File: src/source/game_pkg.sv
`default_nettype none

package game_pkg;

    ////////////////////////////////////////
    // Play-field geometry
    ////////////////////////////////////////

    localparam int COORD_W = 12;                     // Width of every x or y coordinate

    // Player and obstacle sprites are both square boxes of this side
    localparam logic [COORD_W-1:0] SPRITE_SIZE = 12'd16;

    ////////////////////////////////////////
    // Motion and damage timing
    ////////////////////////////////////////

    // Leftward movement of the obstacle per frame tick
    localparam logic [COORD_W-1:0] SCROLL_STEP = 12'd4;

    // Half a second of immunity after a hit at 60 frames per second
    localparam logic [4:0] INVULN_FRAMES = 5'd30;

    ////////////////////////////////////////
    // Hit points
    ////////////////////////////////////////

    localparam int HP_W = 2;                         // Width of the hit-point count

    localparam logic [HP_W-1:0] MAX_HP = 2'd3;       // Loaded on reset

endpackage

`default_nettype wire

File: src/source/obstacle_scroller.sv
`timescale 1ns/1ps
`default_nettype none

// Holds the single obstacle in flight. A spawn request is taken only while
// the field is empty, then the obstacle walks left one step per frame tick
// until the next step would push it past x = 0.

module obstacle_scroller import game_pkg::*; (
    input  wire logic               pclk,
    input  wire logic               rst,
    input  wire logic               frame_tick,     // One pulse per video frame
    input  wire logic               spawn_valid,
    input  wire logic [COORD_W-1:0] spawn_x,
    input  wire logic [COORD_W-1:0] spawn_y,
    output      logic               spawn_ready,
    output      logic [COORD_W-1:0] obstacle_x,
    output      logic [COORD_W-1:0] obstacle_y,
    output      logic               obstacle_active
);

    logic spawn_take;       // Handshake completes this cycle
    logic at_left_edge;     // Next step would underflow
    logic step_now;         // Move the obstacle this cycle
    logic retire_now;       // Drop the obstacle this cycle

    ////////////////////////////////////////
    // Handshake and motion decisions
    ////////////////////////////////////////

    // Ready only with an empty field and outside reset
    assign spawn_ready = !obstacle_active && !rst;

    assign spawn_take = spawn_valid && spawn_ready;

    assign at_left_edge = (obstacle_x < SCROLL_STEP);

    // A tick only matters while something is on the field, so a tick on
    // the transfer cycle leaves the new obstacle where it was placed
    assign step_now   = obstacle_active && frame_tick && !at_left_edge;
    assign retire_now = obstacle_active && frame_tick && at_left_edge;

    ////////////////////////////////////////
    // Active flag
    ////////////////////////////////////////

    always_ff @(posedge pclk) begin
        if (rst) begin
            obstacle_active <= 1'b0;
        end else if (spawn_take) begin
            obstacle_active <= 1'b1;                // Visible from the next cycle
        end else if (retire_now) begin
            obstacle_active <= 1'b0;                // Obstacle has left the field
        end
    end

    ////////////////////////////////////////
    // Position registers
    ////////////////////////////////////////

    always_ff @(posedge pclk) begin
        if (spawn_take) begin
            obstacle_x <= spawn_x;                  // Load spawn position as given
            obstacle_y <= spawn_y;
        end else if (step_now) begin
            obstacle_x <= obstacle_x - SCROLL_STEP;
        end
    end

    // Only x scrolls during the flight

endmodule

`default_nettype wire

File: src/source/collision_detector.sv
`timescale 1ns/1ps
`default_nettype none

// Overlap check between the player box at the mouse position and the
// obstacle box. A hit gives a one-cycle damage pulse, after which overlaps
// are ignored until INVULN_FRAMES frame ticks have passed.

module collision_detector import game_pkg::*; (
    input  wire logic               pclk,
    input  wire logic               rst,
    input  wire logic               frame_tick,
    input  wire logic               game_over,      // From the hit-point tracker
    input  wire logic [COORD_W-1:0] mouse_x,
    input  wire logic [COORD_W-1:0] mouse_y,
    input  wire logic [COORD_W-1:0] obstacle_x,
    input  wire logic [COORD_W-1:0] obstacle_y,
    input  wire logic               obstacle_active,
    output      logic               damage
);

    localparam logic ST_CHECK  = 1'b0;              // Looking for a hit
    localparam logic ST_INVULN = 1'b1;              // Counting frames with hits ignored

    logic                              state, state_nxt;
    logic                              damage_nxt;
    logic [$bits(INVULN_FRAMES)-1:0]   frame_cnt, frame_cnt_nxt;

    logic [COORD_W-1:0] dist_x;
    logic [COORD_W-1:0] dist_y;
    logic               overlap;

    ////////////////////////////////////////
    // Box-overlap test
    ////////////////////////////////////////

    // Absolute differences by subtracting the smaller from the larger
    assign dist_x = (mouse_x >= obstacle_x) ? (mouse_x - obstacle_x)
                                            : (obstacle_x - mouse_x);
    assign dist_y = (mouse_y >= obstacle_y) ? (mouse_y - obstacle_y)
                                            : (obstacle_y - mouse_y);

    // Equal-sized boxes touch when both distances are under one side
    assign overlap = (dist_x < SPRITE_SIZE) && (dist_y < SPRITE_SIZE);

    ////////////////////////////////////////
    // State registers
    ////////////////////////////////////////

    always_ff @(posedge pclk) begin
        if (rst) begin
            state     <= ST_CHECK;
            damage    <= 1'b0;
            frame_cnt <= '0;
        end else begin
            state     <= state_nxt;
            damage    <= damage_nxt;
            frame_cnt <= frame_cnt_nxt;
        end
    end

    ////////////////////////////////////////
    // Next-state logic
    ////////////////////////////////////////

    always_comb begin
        state_nxt     = state;
        damage_nxt    = 1'b0;                       // Pulse lasts a single cycle
        frame_cnt_nxt = frame_cnt;
        case (state)
            ST_CHECK: begin
                if (obstacle_active && !game_over && overlap) begin
                    damage_nxt    = 1'b1;
                    frame_cnt_nxt = '0;
                    state_nxt     = ST_INVULN;
                end
            end
            ST_INVULN: begin
                if (frame_tick) begin
                    if (frame_cnt == INVULN_FRAMES - 1'b1) begin
                        frame_cnt_nxt = '0;         // Last tick of the window
                        state_nxt     = ST_CHECK;
                    end else begin
                        frame_cnt_nxt = frame_cnt + 1'b1;
                    end
                end
            end
            default: state_nxt = ST_CHECK;
        endcase
    end

endmodule

`default_nettype wire

File: src/source/hp_tracker.sv
`timescale 1ns/1ps
`default_nettype none

// Counts the player's remaining hit points. Each damage pulse takes one
// away; at zero the game is over and further pulses change nothing.

module hp_tracker import game_pkg::*; (
    input  wire logic            pclk,
    input  wire logic            rst,
    input  wire logic            damage,        // One-cycle pulse per hit
    output      logic [HP_W-1:0] hp,
    output      logic            game_over
);

    logic hp_empty;

    ////////////////////////////////////////
    // Hit-point counter
    ////////////////////////////////////////

    assign hp_empty = (hp == '0);

    always_ff @(posedge pclk) begin
        if (rst) begin
            hp <= MAX_HP;                       // Full health after reset
        end else if (damage && !hp_empty) begin
            hp <= hp - 1'b1;                    // Saturates at zero
        end
    end

    ////////////////////////////////////////
    // Game-over flag
    ////////////////////////////////////////

    // Follows hp directly, so it rises together with the last decrement
    assign game_over = hp_empty;

endmodule

`default_nettype wire

File: src/source/game_core.sv
`timescale 1ns/1ps
`default_nettype none

// Play-field top level. The scroller feeds the obstacle to the detector,
// the detector's damage pulse drives the hit-point tracker, and game over
// from the tracker turns the detector off.

module game_core import game_pkg::*; (
    input  wire logic               pclk,
    input  wire logic               rst,
    input  wire logic               frame_tick,
    input  wire logic [COORD_W-1:0] mouse_x,
    input  wire logic [COORD_W-1:0] mouse_y,
    input  wire logic               spawn_valid,
    input  wire logic [COORD_W-1:0] spawn_x,
    input  wire logic [COORD_W-1:0] spawn_y,
    output      logic               spawn_ready,
    output      logic [COORD_W-1:0] obstacle_x,
    output      logic [COORD_W-1:0] obstacle_y,
    output      logic               obstacle_active,
    output      logic               damage,
    output      logic [HP_W-1:0]    hp,
    output      logic               game_over
);

    ////////////////////////////////////////
    // Obstacle in flight
    ////////////////////////////////////////

    obstacle_scroller u_scroller (
        .pclk            (pclk),
        .rst             (rst),
        .frame_tick      (frame_tick),
        .spawn_valid     (spawn_valid),
        .spawn_x         (spawn_x),
        .spawn_y         (spawn_y),
        .spawn_ready     (spawn_ready),
        .obstacle_x      (obstacle_x),
        .obstacle_y      (obstacle_y),
        .obstacle_active (obstacle_active)
    );

    ////////////////////////////////////////
    // Hit detection
    ////////////////////////////////////////

    collision_detector u_detector (
        .pclk            (pclk),
        .rst             (rst),
        .frame_tick      (frame_tick),
        .game_over       (game_over),       // Loop back from the tracker
        .mouse_x         (mouse_x),
        .mouse_y         (mouse_y),
        .obstacle_x      (obstacle_x),
        .obstacle_y      (obstacle_y),
        .obstacle_active (obstacle_active),
        .damage          (damage)
    );

    ////////////////////////////////////////
    // Health
    ////////////////////////////////////////

    hp_tracker u_hp (
        .pclk      (pclk),
        .rst       (rst),
        .damage    (damage),
        .hp        (hp),
        .game_over (game_over)
    );

endmodule

`default_nettype wire

File: config.mk
export PLATFORM = sky130hd
export DESIGN_NAME = game_core
export DESIGN_NICKNAME = d
export VERILOG_FILES = /design/src/source/game_pkg.sv /design/src/source/obstacle_scroller.sv /design/src/source/collision_detector.sv /design/src/source/hp_tracker.sv /design/src/source/game_core.sv
export SDC_FILE = /design/constraint.sdc
export NUM_CORES = 1
export LEC_CHECK = 0
export BUFFER_PORTS_ARGS = -buffer_cell sky130_fd_sc_hd__buf_2
export CAP_MARGIN = 30
export CORE_MARGIN = 5
export CORE_UTILIZATION = 50
export CTS_CLUSTER_SIZE = 30
export DETAILED_ROUTE_END_ITERATION = 10
export PLACE_DENSITY_LB_ADDON = 0.2
export SLEW_MARGIN = 20
export SYNTH_ARGS = -nofsm -noshare
export SYNTH_HDL_FRONTEND = slang
export SYNTH_SLANG_ARGS = --single-unit
File: constraint.sdc
create_clock -name pclk -period 3.04 [get_ports pclk]
set_input_delay 0.152 -clock pclk [delete_from_list [all_inputs] [get_ports pclk]]
set_output_delay 0.152 -clock pclk [all_outputs]
set_load 0.02 [all_outputs]
==> results.txt <==
* Total Wirelength: 10400 µm
* Clock transition at the registers of the reported paths: 0.08 ns
- At the worst endpoint, the arrival time is 3.50 ns.
- The final reports fail on setup timing.
* Via count of the first global-routing pass: 3794
- Type of destination of the critical path: register
- The pre-antenna-repair detailed-routing pass consisted of 4 iterations.
* Width of the die: 95.6 µm
- TritonCTS created 5 clock buffers.
- Core Box Area: 7210 µm²
* Minimum setup slack in the final design: -0.303 ns
- The worst register-to-register path begins at u_scroller.obstacle_y[1].
* Synthesized cell area: 3670 µm²
* I/O Pins: 82
- In this run the most critical hold path is launched from spawn_y[1].
- Yosys printed 0 warnings.
- Walking the worst path, the cells encountered are inv_2 > ha_4 > a211o_1 > a31oi_2 > o21bai_4 > a311o_1 > or3b_1 > a32o_2 > or4_4 > o31ai_4 > a311oi_2.
- Post-synthesis register bit count: 34
- Buffer depth of the longest clock path: 2
- Slew at the pin closest to its max-slew limit: 0.444 ns
- Total routed wire length on the met1 layer: 4310 µm
- The critical path is of the reg2reg type.
- The HPWL after detailed placement is 8300 µm.
- Headroom to the max-slew limit came out at 0.701.
- After detailed routing, the number of remaining DRC violations is 0.
- In the final routed layout, each cell accounts on average for 14.4 µm.
- Number of failing setup endpoints in the final timing report: 6
* Max-slew violations: 0
* Leakage component of the power: 0.00250 µW
- Top flip-flop cell by instance count after synthesis: edfxtp_1
- RSZ-0062 raised after global routing: yes
- Worst reg-to-reg path cell count: 11
* Cell count after synthesis: 453
- The average instance in the mapped netlist occupies 8.10 µm².
- The number of antenna diodes in the final layout is 0.
* Capture point of the worst reg-to-reg path: u_detector.frame_cnt[2]
* H-tree levels: 2
- The path with the worst hold slack has its endpoint at u_scroller.obstacle_y[1].
* Sequential-to-total area share from yosys stat: 0.251
* Synth Net Count: 555
- Fraction of registers with async set/reset: 0
- After detailed routing, the met2 layer carries 5340 µm of wire.
- Time the final worst path needs with I/O delays and setup: 3.34 ns
* Power per unit of standard cell area: 353 nW/µm²
- Across every metal layer, demand over resource in global routing totals 0.226.
- The clock drives 34 sinks.
- Maximum net fanout on the critical path: 5
- DR WL met3: 511 µm
* First-pass GRT wire length: 16400 µm
- The worst setup path is launched from a register.
* Height of the chip: 95.6 µm
- Max-cap violations in this run came to 0.
- Buffers placed on the I/O ports in this run total 81.
- In this design, the stage delay of the slowest critical-path cell is 0.45 ns.
* Class of the tightest hold or removal check: in2reg
- For this run, the post-layout net count is 723.
- The initial antenna violation count is 0.
* Worst R2R Setup Slack: -0.30 ns
- In the finished design, the share of the clock period the worst path needs comes to 1.10.
- Along the worst hold path, the cell count comes to 1.
- In the routed layout, each cell is associated on average with a via count of 5.46.
* Uppermost metal layer occupied by signal nets: met4
- Cts-stage hold buffer count: 0
- For the worst setup path, the data required time is 3.20 ns.
- Layout-stage area growth over the synthesis result: 41.0%
- Clock root buffer: clkbuf_8
- Iteration-0 DRC count of the detailed router: 175
- The largest individual stage delay along the critical path comes from the cell edfxtp_1.
* Final core occ: 0.717
- Status: complete, but fails checks
- TritonCTS built the clock tree.
* Number of flops mapped to enable cells by yosys: 24
- The count of final hold-check violations came to 0.
- Summing over every cut layer, the via total after detailed routing is 3939.
- Starting density of the core: 0.508
- VDD IR max: 238 µV
- Global route overflow: 0
- The count of nets left with antenna violations once routing finished came out at 0.
- Layout cell share with drive strength beyond 1: 0.368
* Achievable frequency: 299 MHz
* Final weighted congestion in routability-driven placement: 0.913
- After floorplanning, the core was divided into 31 placement rows.
- Hold is met by 0.0364 ns.
- Setup clock skew after layout: 0.00825 ns
- Maximum number of pins on one net before global-route repair: 15
* Worst skew pair latency: 0.29 ns
* Die Outline Area: 9150 µm²
- Number of different library cells in the post-synthesis netlist: 62
==> worst max-delay path by stage <==
| stage | start | end | slack (ns) | depth (start not counted) |
|---|---|---|---|---|
| 3_5_place_dp | u_scroller.obstacle_y[5] | u_detector.frame_cnt[2] | -0.34 | 10 |
| 3_3_place_gp | u_scroller.obstacle_y[2] | u_detector.frame_cnt[2] | -0.20 | 10 |
| 5_1_grt | u_scroller.obstacle_y[1] | u_detector.frame_cnt[2] | -0.40 | 11 |
| 2_1_floorplan | u_scroller.obstacle_x[6] | u_detector.frame_cnt[2] | -0.26 | 12 |
| 6_report | u_scroller.obstacle_y[1] | u_detector.frame_cnt[2] | -0.30 | 11 |
| 4_1_cts | u_scroller.obstacle_y[2] | u_detector.frame_cnt[2] | -0.19 | 10 |
==> stage by stage <==
step	setup TNS (ns)	total power [µW]	area, µm²	setup slack (ns)	cells
2_1_floorplan	-1.21	1070	3750	-0.259	453
6_report	-1.22	1830	5170	-0.303	721
3_3_place_gp	-0.912	1390	4860	-0.198	710
5_1_grt	-1.92	1950	5170	-0.397	721
4_1_cts	-0.693	1790	5010	-0.185	719
3_5_place_dp	-1.66	1410	4860	-0.341	710
==> state kept, by name (all words and copies together) (netlist names) <==
signal,count
u_scroller.obstacle_y,12
u_detector.state,1
u_hp.hp,2
u_detector.frame_cnt,5
u_scroller.obstacle_x,12
u_scroller.obstacle_active,1
u_detector.damage,1
==> area by class of cell <==
cell class / instances / area, µm²
multi-input cells: 345 / 2700
fillers: 604 / 2040
repair buffers: 173 / 1100
flip-flops and latches: 34 / 921
inverters: 62 / 233
well taps: 99 / 124
clock buffers: 7 / 86.3
clock inverters: 1 / 5.00
==> cells in the mapped netlist (all sizes together) (5+ instances only) <==
cell type  instances  area [µm²]
or3                5        31.3
o21bai             5        37.5
buf                9        47.6
o211ai             6        45.0
a31oi              6        37.5
and3               8        50.1
a211oi             5        37.5
nand3             17        85.1
nor3              15        75.1
a211o              9        78.8
ha                50         626
a21o              10        75.1
dfxtp             10         200
nand2             39         146
edfxtp            24         721
nor2              26        97.6
nand4              6        37.5
o31ai              5        51.3
o21ai             24         120
nand2b             6        37.5
a21oi             29         145
inv               62         233
xnor2             10        87.6
==> critical path, delay by kind of cell (launching register included) <==
kind / cells / cell delay (ns)
AOI/OAI and AO/OA: 7 / 1.73
adders and majority gates: 1 / 0.17
buffers and inverters: 1 / 0.08
DFF: 1 / 0.45
and+or+nand+nor: 2 / 0.79
==> placed cells by master, fill, tap and decap left out, types with 10 or more instances in the layout <==
| cell | synthesis | routed |
|---|---|---|
| ha_1 | 50 | 39 |
| buf_4 | 1 | 91 |
| inv_1 | 62 | 60 |
| nand2_1 | 39 | 39 |
| a21oi_1 | 29 | 27 |
| nor2_1 | 26 | 26 |
| o21ai_0 | 21 | 19 |
| nor3_1 | 15 | 14 |
| dfxtp_1 | 10 | 10 |
| a21o_1 | 10 | 10 |
| edfxtp_1 | 24 | 24 |
| xnor2_1 | 10 | 10 |
| nand3_1 | 17 | 16 |
| buf_2 | 8 | 81 |
==> kinds of logic after synthesis <==
group                    count (synthesis)  synth area share
AO/OA/AOI/OAI                          132             0.253
XOR/XNOR                                14            0.0334
AND/OR/NAND/NOR                        146             0.204
adder cells (fa/ha/maj)                 50             0.171
multiplexers                             3           0.00819
buffers and inverters                   74            0.0795
flip-flops                              34             0.251
==> timing repair <==
action                                  4_1_cts  5_1_grt
pin swaps                                     5       11
buffers inserted                              1        2
endpoints found under the setup margin        6        7
hold endpoints to repair                      0        0
gates resized for setup                       9       29
==> metal layers <==
layer / track usage / vias to the layer above
li1: - / 1970
met1: 0.253 / 1828
met2: 0.430 / 118
met5: 0 / -
met4: 0.0782 / 0
met3: 0.0316 / 23
==> report_power, final <==
group | switching, µW | internal [µW] | total, µW
combinational | 465 | 446 | 911
sequential | 19.9 | 531 | 551
clock | 181 | 183 | 364
Power figures use the tool's default switching activity.
